## src/common/scratch_pkg.sv

```systemverilog
package scratch_pkg;

    ////////////////////////////////////////////////////////////////////////////
    // Geometry

    localparam int NUM_REQS      = 4;
    localparam int NUM_BANKS     = 4;
    localparam int ROWS_PER_BANK = 16;
    localparam int WORD_BYTES    = 4;

    localparam int BANK_SEL_BITS = $clog2(NUM_BANKS);
    localparam int ROW_BITS      = $clog2(ROWS_PER_BANK);
    localparam int REQ_SEL_BITS  = $clog2(NUM_REQS);

    // Word address is row above bank select
    localparam int ADDR_BITS     = ROW_BITS + BANK_SEL_BITS;
    localparam int WORD_BITS     = WORD_BYTES * 8;

    localparam int TAG_BITS      = 4;
    localparam int CTR_BITS      = 16;

    ////////////////////////////////////////////////////////////////////////////
    // Shared types

    typedef logic [WORD_BITS-1:0]     word_t;
    typedef logic [WORD_BYTES-1:0]    byteen_t;
    typedef logic [TAG_BITS-1:0]      tag_t;
    typedef logic [BANK_SEL_BITS-1:0] bank_id_t;
    typedef logic [ROW_BITS-1:0]      row_t;
    typedef logic [REQ_SEL_BITS-1:0]  req_idx_t;
    typedef logic [CTR_BITS-1:0]      ctr_t;

endpackage

```

## src/bank_arbiter.sv

```systemverilog
module bank_arbiter (
    input  logic                                              clk,
    input  logic                                              reset,
    input  logic [scratch_pkg::NUM_REQS-1:0]                  req_valid,
    input  scratch_pkg::bank_id_t [scratch_pkg::NUM_REQS-1:0] req_bank,
    output logic [scratch_pkg::NUM_REQS-1:0]                  req_ready,
    output logic [scratch_pkg::NUM_BANKS-1:0]                 bank_valid,
    output scratch_pkg::req_idx_t [scratch_pkg::NUM_BANKS-1:0] bank_winner
);

    // Fixed priority per bank, lowest index wins
    always_comb begin
        bank_valid  = '0;
        bank_winner = '0;
        req_ready   = '0;
        for (int b = 0; b < scratch_pkg::NUM_BANKS; b++) begin
            // Walk downwards so the last hit is the lowest requester
            for (int i = scratch_pkg::NUM_REQS - 1; i >= 0; i--) begin
                if (req_valid[i] && (req_bank[i] == scratch_pkg::bank_id_t'(b))) begin
                    bank_valid[b]  = 1'b1;
                    bank_winner[b] = scratch_pkg::req_idx_t'(i);
                end
            end
            if (bank_valid[b]) begin
                req_ready[bank_winner[b]] = 1'b1;
            end
        end
    end

    // A grant never goes to an idle requester
    assert property (@(posedge clk) disable iff (reset)
        (req_ready & ~req_valid) == '0)
        else $error("ready raised for a requester that is not valid");

endmodule

```

## src/request_crossbar.sv

```systemverilog
module request_crossbar (
    input  logic [scratch_pkg::NUM_REQS-1:0]                   req_rw,
    input  scratch_pkg::row_t [scratch_pkg::NUM_REQS-1:0]      req_row,
    input  scratch_pkg::byteen_t [scratch_pkg::NUM_REQS-1:0]   req_byteen,
    input  scratch_pkg::word_t [scratch_pkg::NUM_REQS-1:0]     req_data,
    input  scratch_pkg::tag_t [scratch_pkg::NUM_REQS-1:0]      req_tag,
    input  scratch_pkg::req_idx_t [scratch_pkg::NUM_BANKS-1:0] bank_winner,
    output logic [scratch_pkg::NUM_BANKS-1:0]                  bank_rw,
    output scratch_pkg::row_t [scratch_pkg::NUM_BANKS-1:0]     bank_row,
    output scratch_pkg::byteen_t [scratch_pkg::NUM_BANKS-1:0]  bank_byteen,
    output scratch_pkg::word_t [scratch_pkg::NUM_BANKS-1:0]    bank_data,
    output scratch_pkg::tag_t [scratch_pkg::NUM_BANKS-1:0]     bank_tag
);

    // One payload mux per bank, steered by the arbiter's winner
    for (genvar b = 0; b < scratch_pkg::NUM_BANKS; b++) begin : g_bank_mux
        assign bank_rw[b]     = req_rw[bank_winner[b]];
        assign bank_row[b]    = req_row[bank_winner[b]];
        assign bank_byteen[b] = req_byteen[bank_winner[b]];
        assign bank_data[b]   = req_data[bank_winner[b]];
        assign bank_tag[b]    = req_tag[bank_winner[b]];
    end

endmodule

```

## src/bank/cache_bank.sv

```systemverilog
module cache_bank (
    input  logic                  clk,
    input  logic                  reset,
    input  logic                  access_valid,
    input  logic                  access_rw,
    input  scratch_pkg::row_t     access_row,
    input  scratch_pkg::byteen_t  access_byteen,
    input  scratch_pkg::word_t    access_data,
    input  scratch_pkg::tag_t     access_tag,
    input  scratch_pkg::req_idx_t access_idx,
    output logic                  rsp_valid,
    output scratch_pkg::word_t    rsp_data,
    output scratch_pkg::tag_t     rsp_tag,
    output scratch_pkg::req_idx_t rsp_idx
);

    scratch_pkg::word_t mem [scratch_pkg::ROWS_PER_BANK];

    logic do_write;
    logic do_read;

    assign do_write = access_valid && access_rw;
    assign do_read  = access_valid && !access_rw;

    ////////////////////////////////////////////////////////////////////////////
    // Storage, byte-lane writes

    always_ff @(posedge clk) begin
        if (do_write) begin
            for (int b = 0; b < scratch_pkg::WORD_BYTES; b++) begin
                if (access_byteen[b]) begin
                    mem[access_row][b*8 +: 8] <= access_data[b*8 +: 8];
                end
            end
        end
    end

    ////////////////////////////////////////////////////////////////////////////
    // Read response, one cycle after accept

    always_ff @(posedge clk) begin
        if (reset) begin
            rsp_valid <= 1'b0;
        end else begin
            rsp_valid <= do_read;
        end
    end

    // Payload only moves on a read
    always_ff @(posedge clk) begin
        if (do_read) begin
            rsp_data <= mem[access_row];
            rsp_tag  <= access_tag;
            rsp_idx  <= access_idx;
        end
    end

endmodule

```

## src/response_crossbar.sv

```systemverilog
module response_crossbar (
    input  logic                                               clk,
    input  logic                                               reset,
    input  logic [scratch_pkg::NUM_BANKS-1:0]                  bank_rsp_valid,
    input  scratch_pkg::word_t [scratch_pkg::NUM_BANKS-1:0]    bank_rsp_data,
    input  scratch_pkg::tag_t [scratch_pkg::NUM_BANKS-1:0]     bank_rsp_tag,
    input  scratch_pkg::req_idx_t [scratch_pkg::NUM_BANKS-1:0] bank_rsp_idx,
    output logic [scratch_pkg::NUM_REQS-1:0]                   rsp_valid,
    output scratch_pkg::word_t [scratch_pkg::NUM_REQS-1:0]     rsp_data,
    output scratch_pkg::tag_t [scratch_pkg::NUM_REQS-1:0]      rsp_tag
);

    // hit[r][b] means bank b answers requester r this cycle
    logic [scratch_pkg::NUM_REQS-1:0][scratch_pkg::NUM_BANKS-1:0] hit;

    for (genvar r = 0; r < scratch_pkg::NUM_REQS; r++) begin : g_req
        for (genvar b = 0; b < scratch_pkg::NUM_BANKS; b++) begin : g_bank
            assign hit[r][b] = bank_rsp_valid[b]
                && (bank_rsp_idx[b] == scratch_pkg::req_idx_t'(r));
        end

        // Arbiter grants one bank per requester, so at most one reply
        assert property (@(posedge clk) disable iff (reset) $countones(hit[r]) <= 1)
            else $error("two banks answered requester %0d in one cycle", r);
    end

    always_comb begin
        rsp_valid = '0;
        rsp_data  = '0;
        rsp_tag   = '0;
        for (int r = 0; r < scratch_pkg::NUM_REQS; r++) begin
            for (int b = 0; b < scratch_pkg::NUM_BANKS; b++) begin
                if (hit[r][b]) begin
                    rsp_valid[r] = 1'b1;
                    rsp_data[r]  = bank_rsp_data[b];
                    rsp_tag[r]   = bank_rsp_tag[b];
                end
            end
        end
    end

endmodule

```

## src/access_counters.sv

```systemverilog
module access_counters (
    input  logic                             clk,
    input  logic                             reset,
    input  logic [scratch_pkg::NUM_REQS-1:0] req_valid,
    input  logic [scratch_pkg::NUM_REQS-1:0] req_ready,
    input  logic [scratch_pkg::NUM_REQS-1:0] req_rw,
    output scratch_pkg::ctr_t                read_count,
    output scratch_pkg::ctr_t                write_count,
    output scratch_pkg::ctr_t                collision_count
);

    logic [scratch_pkg::NUM_REQS-1:0] fire;
    scratch_pkg::ctr_t                reads_now;
    scratch_pkg::ctr_t                writes_now;
    scratch_pkg::ctr_t                stalls_now;

    assign fire       = req_valid & req_ready;
    assign reads_now  = scratch_pkg::ctr_t'($countones(fire & ~req_rw));
    assign writes_now = scratch_pkg::ctr_t'($countones(fire & req_rw));
    // Every valid loser counts as one collision
    assign stalls_now = scratch_pkg::ctr_t'($countones(req_valid & ~req_ready));

    // Counters wrap
    always_ff @(posedge clk) begin
        if (reset) begin
            read_count      <= '0;
            write_count     <= '0;
            collision_count <= '0;
        end else begin
            read_count      <= read_count + reads_now;
            write_count     <= write_count + writes_now;
            collision_count <= collision_count + stalls_now;
        end
    end

endmodule

```

## src/banked_scratchpad.sv

```systemverilog
module banked_scratchpad (
    input  logic                                                      clk,
    input  logic                                                      reset,

    // Requester side
    input  logic [scratch_pkg::NUM_REQS-1:0]                          req_valid,
    input  logic [scratch_pkg::NUM_REQS-1:0]                          req_rw,
    input  logic [scratch_pkg::NUM_REQS-1:0][scratch_pkg::ADDR_BITS-1:0] req_addr,
    input  scratch_pkg::byteen_t [scratch_pkg::NUM_REQS-1:0]          req_byteen,
    input  scratch_pkg::word_t [scratch_pkg::NUM_REQS-1:0]            req_data,
    input  scratch_pkg::tag_t [scratch_pkg::NUM_REQS-1:0]             req_tag,
    output logic [scratch_pkg::NUM_REQS-1:0]                          req_ready,

    output logic [scratch_pkg::NUM_REQS-1:0]                          rsp_valid,
    output scratch_pkg::word_t [scratch_pkg::NUM_REQS-1:0]            rsp_data,
    output scratch_pkg::tag_t [scratch_pkg::NUM_REQS-1:0]             rsp_tag,

    // Access statistics
    output scratch_pkg::ctr_t                                         read_count,
    output scratch_pkg::ctr_t                                         write_count,
    output scratch_pkg::ctr_t                                         collision_count
);

    scratch_pkg::bank_id_t [scratch_pkg::NUM_REQS-1:0]  req_bank;
    scratch_pkg::row_t [scratch_pkg::NUM_REQS-1:0]      req_row;

    logic [scratch_pkg::NUM_BANKS-1:0]                  bank_valid;
    scratch_pkg::req_idx_t [scratch_pkg::NUM_BANKS-1:0] bank_winner;
    logic [scratch_pkg::NUM_BANKS-1:0]                  bank_rw;
    scratch_pkg::row_t [scratch_pkg::NUM_BANKS-1:0]     bank_row;
    scratch_pkg::byteen_t [scratch_pkg::NUM_BANKS-1:0]  bank_byteen;
    scratch_pkg::word_t [scratch_pkg::NUM_BANKS-1:0]    bank_data;
    scratch_pkg::tag_t [scratch_pkg::NUM_BANKS-1:0]     bank_tag;

    logic [scratch_pkg::NUM_BANKS-1:0]                  bank_rsp_valid;
    scratch_pkg::word_t [scratch_pkg::NUM_BANKS-1:0]    bank_rsp_data;
    scratch_pkg::tag_t [scratch_pkg::NUM_BANKS-1:0]     bank_rsp_tag;
    scratch_pkg::req_idx_t [scratch_pkg::NUM_BANKS-1:0] bank_rsp_idx;

    ////////////////////////////////////////////////////////////////////////////
    // Address split, bank in the low bits

    for (genvar i = 0; i < scratch_pkg::NUM_REQS; i++) begin : g_split
        assign req_bank[i] = req_addr[i][0 +: scratch_pkg::BANK_SEL_BITS];
        assign req_row[i]  = req_addr[i][scratch_pkg::BANK_SEL_BITS +: scratch_pkg::ROW_BITS];
    end

    ////////////////////////////////////////////////////////////////////////////
    // Request path

    bank_arbiter u_bank_arbiter (
        .clk         (clk),
        .reset       (reset),
        .req_valid   (req_valid),
        .req_bank    (req_bank),
        .req_ready   (req_ready),
        .bank_valid  (bank_valid),
        .bank_winner (bank_winner)
    );

    request_crossbar u_request_crossbar (
        .req_rw      (req_rw),
        .req_row     (req_row),
        .req_byteen  (req_byteen),
        .req_data    (req_data),
        .req_tag     (req_tag),
        .bank_winner (bank_winner),
        .bank_rw     (bank_rw),
        .bank_row    (bank_row),
        .bank_byteen (bank_byteen),
        .bank_data   (bank_data),
        .bank_tag    (bank_tag)
    );

    for (genvar b = 0; b < scratch_pkg::NUM_BANKS; b++) begin : g_bank
        cache_bank u_cache_bank (
            .clk           (clk),
            .reset         (reset),
            .access_valid  (bank_valid[b]),
            .access_rw     (bank_rw[b]),
            .access_row    (bank_row[b]),
            .access_byteen (bank_byteen[b]),
            .access_data   (bank_data[b]),
            .access_tag    (bank_tag[b]),
            .access_idx    (bank_winner[b]),
            .rsp_valid     (bank_rsp_valid[b]),
            .rsp_data      (bank_rsp_data[b]),
            .rsp_tag       (bank_rsp_tag[b]),
            .rsp_idx       (bank_rsp_idx[b])
        );
    end

    ////////////////////////////////////////////////////////////////////////////
    // Response path and statistics

    response_crossbar u_response_crossbar (
        .clk            (clk),
        .reset          (reset),
        .bank_rsp_valid (bank_rsp_valid),
        .bank_rsp_data  (bank_rsp_data),
        .bank_rsp_tag   (bank_rsp_tag),
        .bank_rsp_idx   (bank_rsp_idx),
        .rsp_valid      (rsp_valid),
        .rsp_data       (rsp_data),
        .rsp_tag        (rsp_tag)
    );

    access_counters u_access_counters (
        .clk             (clk),
        .reset           (reset),
        .req_valid       (req_valid),
        .req_ready       (req_ready),
        .req_rw          (req_rw),
        .read_count      (read_count),
        .write_count     (write_count),
        .collision_count (collision_count)
    );

endmodule

```

## config.mk

```make
export PLATFORM = sky130hd
export DESIGN_NAME = banked_scratchpad
export DESIGN_NICKNAME = d
export VERILOG_FILES = /design/src/common/scratch_pkg.sv /design/src/bank_arbiter.sv /design/src/request_crossbar.sv /design/src/bank/cache_bank.sv /design/src/response_crossbar.sv /design/src/access_counters.sv /design/src/banked_scratchpad.sv
export SDC_FILE = /design/constraint.sdc
export NUM_CORES = 2
export LEC_CHECK = 0
export BUFFER_PORTS_ARGS = -buffer_cell sky130_fd_sc_hd__buf_2
export CAP_MARGIN = 10
export CORE_ASPECT_RATIO = 0.9
export CORE_MARGIN = 2
export CORE_UTILIZATION = 45
export CTS_CLUSTER_SIZE = 12
export DETAILED_ROUTE_END_ITERATION = 12
export PLACE_DENSITY = 0.62
export REMOVE_ABC_BUFFERS = 1
export SLEW_MARGIN = 40
export SYNTH_ARGS = -nofsm -noshare
export SYNTH_HDL_FRONTEND = slang
export SYNTH_SLANG_ARGS = --single-unit
```

## constraint.sdc

```tcl
create_clock -name clk -period 5.2 [get_ports clk]
set_input_delay 0.26 -clock clk [delete_from_list [all_inputs] [get_ports clk]]
set_output_delay 0.26 -clock clk [all_outputs]
set_load 0.005 [all_outputs]
```

* Word-level counts from Yosys, hierarchy flattened *
Memory sizes are Yosys's and may differ from the RTL's. A register that Yosys moved wholly into a read port is not among the register bits.
Cells that the tools add are included.

storage, ports and cells
  register bits = 76
  latch bits = 0
  memory bits (writable) = 2048
  memory bits (read-only) = 0
  input bits = 194
  output and inout bits = 200
  word-level logic and storage cells = 308
  memories = 4

operators by class
  add/subtract/negate cells = 12
  multipliers = 0
  divide/modulo/power cells = 0
  $lt $le $gt $ge = 8
  equal/unequal tests = 24
  shift-type cells = 0
  muxes and demuxes = 180
  bitwise gates (word level) = 9
  reduce and logical (&&, ||, !) cells = 56

memory list
  memory                      depth  bits a word  read ports  clocked after memory_dff  write ports  line              text
  g_bank[0].u_cache_bank.mem  16     32           1           1                         1            cache_bank.sv:17  scratch_pkg::word_t mem [scratch_pkg::ROWS_PER_BANK];
  g_bank[1].u_cache_bank.mem  16     32           1           1                         1            cache_bank.sv:17
  g_bank[2].u_cache_bank.mem  16     32           1           1                         1            cache_bank.sv:17
  g_bank[3].u_cache_bank.mem  16     32           1           1                         1            cache_bank.sv:17

operators with widths
  operator                                                           number
  two-way mux 32 bit                                                 20
  binary-select mux 32 bit (select 2 bit)                            4
  two-way mux 4 bit                                                  32
  adder 16 bit                                                       6
  binary-select mux 4 bit (select 2 bit)                             12
  two-way mux 1 bit                                                  88
  logical AND 1 bit                                                  44
  == test 2 bit, second input constant                               16
  two-way mux 2 bit                                                  16
  AND 4 bit                                                          4
  == test 2 x 1 -> 1 bit, second input constant                      8
  zero test 2 bit                                                    8
  adder 1 x 1 -> 2 bit                                               6
  less-than comparator 2 x 3 -> 1 bit, second input constant         4
  bitwise OR 4 bit                                                   3
  binary-select mux 1 bit (select 2 bit)                             4
  demux 1 bit (select 2 bit)                                         4
  greater-or-equal comparator 2 x 1 -> 1 bit, second input constant  4
  inverter 4 bit                                                     2
  zero test 1 bit                                                    4

* Logic depth before layout (Yosys ltp) *
  depth after elaboration = 22
  mapped depth = 19
  gate-level depth less buffers = 16

* Cells and area by module *
From an unflattened synthesis, not the netlist that was laid out.

second synthesis, totals
  cells, all modules = 5029
  area total of the unflattened synthesis = 95814.4 µm²

by module, submodules not included
  module             instances  cells an instance  area an instance (µm²)  seq. area each (µm²)
  cache_bank         4          919                20667.3                 16535.9
  response_crossbar  1          813                5765.5                  0.0
  request_crossbar   1          220                4594.4                  0.0
  access_counters    1          259                2391.0                  960.9
  bank_arbiter       1          61                 394.1                   0.0

* Worst setup path before layout *
No wires, ideal clock.

  kind = input to register
  start = input port req_addr[1] in the netlist's numbering
  end = register g_bank[0].u_cache_bank.rsp_data[0], read port of g_bank[0].u_cache_bank.mem, enable pin
  library setup time = 493 ps
  arrival time = 4250 ps
  required time = 4707 ps
  setup slack = 456 ps
  cell stages on the path = 9
  path buffers = 3
  path through = buf_4 -> or3b_1 -> buf_2 -> o31a_1 -> buf_4 -> nor2_1 -> nor2_1 -> o21ai_0 -> a21boi_0

on the way
  cells in the longest elaborated chain, start to end = 7
  elaborated cells on any way between the ends = 10
  classes of those cells = mux: 6; reduce/logical: 4

ends and longest elaborated chain
  what                                     line                    text
  from (decl)                              banked_scratchpad.sv:8  input logic [scratch_pkg::NUM_REQS-1:0][scratch_pkg::ADDR_BITS-1:0] req_addr,
  zero test 2 bit *                        bank_arbiter.sv:19      if (req_valid[i] && (req_bank[i] == scratch_pkg::bank_id_t'(b))) begin
  logical AND 1 bit *                      bank_arbiter.sv:19
  two-way mux 2 bit                        bank_arbiter.sv:19
  binary-select mux 1 bit (select 2 bit)   request_crossbar.sv:17  assign bank_rw[b] = req_rw[bank_winner[b]];
  two-way mux 1 bit (not written as such)  request_crossbar.sv:17
  zero test 1 bit                          cache_bank.sv:23        assign do_read = access_valid && !access_rw;
  logical AND 1 bit *                      cache_bank.sv:23
  via g_bank[0].u_cache_bank.do_read       cache_bank.sv:20        logic do_read;
  to (decl)                                cache_bank.sv:12        output scratch_pkg::word_t rsp_data,

The timed path passes the listed nets; every way through them passes the cells marked *. The select of a mux whose other input is x is not followed.
A chain may end at the register's enable or synchronous reset.

==> impl_results.md <==
* CTS tree: built
* Most frequent cell after synthesis: edfxtp_1
* PD cells at 376 mW/mm^2
* RePlAce Congestion at 0.959
* Initial drt markers at 8681
* MaxCap Viol Count at 0
* P&R area growth vs syn at 15.2%
* Initial Utilization at 45.1%
* Status: complete, no violations
* Hold_ws at 0.0623 ns
* Placed instance count at 9966
* Endpoint type of the worst setup path: output port
* DIE WIDTH at 491 um
* Post-route cell area at 0.111 mm^2
* Post-synth EDFFs at 2200
* Clock root cell: clkbuf_16
* Synth top cells by count: edfxtp_1 (2200), nand2_1 (732), mux2i_1 (520)
* Worst setup path class: register to output port
* R2r startpoint: u_access_counters.collision_count[1]$_SDFF_PP0_
* Period utilization at 75.6%
* Peak Freq at 0.255 GHz
* Vias in the first global route at 60800
* Core Rows at 161
* DRC errors left at 0
* Sink Count at 2252
* Critical path launch point type: register
* Fillers at 17700
* Core Util, Final at 52.0%
* Setup Skew at 0.0377 ns
* Final wirelength at 307000 um
* IO Port Bufs at 393
* CTS clk-pin slew, worst paths at 0.06 ns
* Post-CTS Resized at 0
* Final setup vio count at 0
* Post-DP HPWL at 210000 um
* Distinct cells, synth at 70
* Max-slew violations at 0
* Worst Hold Class: primary input to register
* Synth Area per Inst at 14.0 um^2
* Largest net degree at the start of global routing at 121
* Via-to-Cell Ratio at 6.17
* Remaining antenna violation count at 0
* Static leakage at 0.0376 uW
* Number of buffers created by CTS at 227
* CP startpoint: g_bank[1].u_cache_bank.rsp_idx[0]$_DFFE_PP_
* Worst slew pin tran at 0.909 ns
* Full die area at 0.218 mm^2
* Setup TNS at 0 ns
* Arr. time, crit path at 3.67 ns
* Final Hold Violating Endpoints at 0
* H-tree levels at 4
* Relative slew margins at 38.7%
* Flops & latches, synth at 2252
* Grt ovf at 0
* Area share of the largest cell type after synthesis at 68.6%
* Dominant cell type by area after synthesis: edfxtp_1
* Io pins at 394
* Share of cells above drive strength 1 at 16.8%
* Synth area leaders: edfxtp_1 (69%), mux2i_1 (5.4%), a211oi_1 (4.0%), nand2_1 (2.9%), and2_1 (1.7%)
* R2R Setup Slk at 2.79 ns
* Worst hold start: req_data[72]
* Cells after Synth at 6853
* TritonRoute pass-1 iters at 8
* Top FF cell, synth: edfxtp_1
* Post-DR wirelength/cell at 29.4 um
* Clock Latency Late Sink at 0.86 ns
* Clock Tree Buf Depth at 3
* Max VDD drop at 0.000350 V
* Nets@finish at 7598
* Sequential area share after synthesis at 69.7%
* Vias post-DR at 64500
* First-pass GRT wire length at 437000 um
* Core area at 0.213 mm^2
* YS warnings at 0
* Ys async rst share at 0%
* Worst-path fanout max at 18
* Mapped cell area at 0.0962 mm^2
* GRT Resource Usage Total at 27.5%
* RSZ-0062 raised after global routing: no
* DP Area at 0.103 mm^2
* Die Y at 443 um
* Worst EP required at 4.94 ns
* Fin crit period at 3.93 ns
* Initial antenna violation count at 37
* Cell Count, Final, Fillers Out at 10500
## cell families after synthesis
group           after synthesis  share of synthesized area, %
compound gates             1594                          11.7
xor+xnor                     40                         0.364
fa+ha+maj                    21                         0.343
buf+inv                     544                          2.27
flops                      2252                          69.7
mux                         584                          6.91
other cells                   1                       0.00390
simple gates               1817                          8.71
## worst paths after layout
kind,cells past startpoint,end
worst min-delay path,4,g_bank[1].u_cache_bank.mem[9][8]$_DFFE_PP_
worst min register to register,2,u_access_counters.read_count[15]$_SDFF_PP0_
worst max-delay path,7,rsp_data[127]
worst max register to register,9,u_access_counters.collision_count[15]$_SDFF_PP0_
## power by group
part,leakage (uW),switching (uW),internal [uW]
sequential,0.0198,294,20800
combinational,0.0145,3800,1660
clock,0.00327,6830,8330
## cells in the final DEF, fill, tap and decap left out, drive strengths merged, types with 8 or more instances in the layout
| master | Yosys | final |
|---|---|---|
| edfxtp | 2200 | 2200 |
| buf | 120 | 781 |
| nand2 | 733 | 733 |
| mux2i | 520 | 520 |
| a211oi | 516 | 516 |
| nor2 | 404 | 404 |
| clkbuf | 400 | 313 |
| and2 | 267 | 267 |
| o21ai | 265 | 265 |
| a21oi | 223 | 223 |
| a22oi | 180 | 180 |
| nand3 | 176 | 176 |
| a221o | 136 | 136 |
| nor3 | 79 | 79 |
| clkinv | 1 | 75 |
| or4 | 69 | 69 |
| o22ai | 66 | 66 |
| mux4 | 64 | 64 |
| dfxtp | 52 | 52 |
| diode | 0 | 50 |
| dlygate4sd3 | 0 | 40 |
| a222oi | 36 | 36 |
| a31oi | 34 | 34 |
| a32oi | 34 | 34 |
| o221ai | 33 | 33 |
| a211o | 32 | 32 |
| xor2 | 31 | 31 |
| inv | 23 | 26 |
| nor2b | 21 | 21 |
| nand4 | 16 | 16 |
| and3 | 13 | 13 |
| ha | 12 | 12 |
| xnor2 | 9 | 9 |
| fa | 9 | 9 |
| nor3b | 8 | 8 |
## metrics by stage
step           worst slack, ns  total power [uW]
2_1_floorplan           -19.49             24900
3_3_place_gp             0.884             26700
3_5_place_dp             0.863             26800
4_1_cts                   1.27             41800
5_1_grt                   1.17             42900
6_report                  1.27             41700
## flip-flops by register name, indices dropped and copies added (netlist names)
signal and cells:
u_access_counters.read_count 16, g_bank.u_cache_bank.rsp_valid 4, g_bank.u_cache_bank.mem 2048, u_access_counters.write_count 16, g_bank.u_cache_bank.rsp_tag 16, g_bank.u_cache_bank.rsp_data 128, g_bank.u_cache_bank.rsp_idx 8, u_access_counters.collision_count 16
## final cells by class
class / count / area, um^2 / area share, %
inverters: 24 / 90.1 / 0.0813
repair buffers: 821 / 5590 / 5.04
multi-input cells: 4057 / 27600 / 24.9
flip-flops and latches: 2252 / 67100 / 60.5
well taps: 2852 / 3570 / 3.22
diodes: 50 / 125 / 0.113
clock buffers: 313 / 6030 / 5.44
clock inverters: 83 / 758 / 0.684
## routing by layer
metal | vias up | wire, um | part of all wire [%] | track usage (%)
met5 | - | 13 | 0.0042 | 0
met3 | 783 | 26500 | 8.6 | 5.22
met4 | 2 | 17500 | 5.7 | 13.7
li1 | 27900 | - | - | -
met1 | 32400 | 121000 | 39 | 36.8
met2 | 3398 | 142000 | 46 | 43.1
## worst max-delay path: stages, from the launching register on
cell and delay (ns):
edfxtp_1 0.51, and3_2 0.28, nor2_4 0.41, buf_4 0.40
a221o_1 0.22, o21ai_0 0.32, o21ai_0 0.46, buf_2 0.19
## timing repair
action | in CTS | in global routing
buffers inserted | 0 | 0
hold buffers | 40 | 0
hold endpoints to repair | 179 | 0
Power figures use the tool's default switching activity.
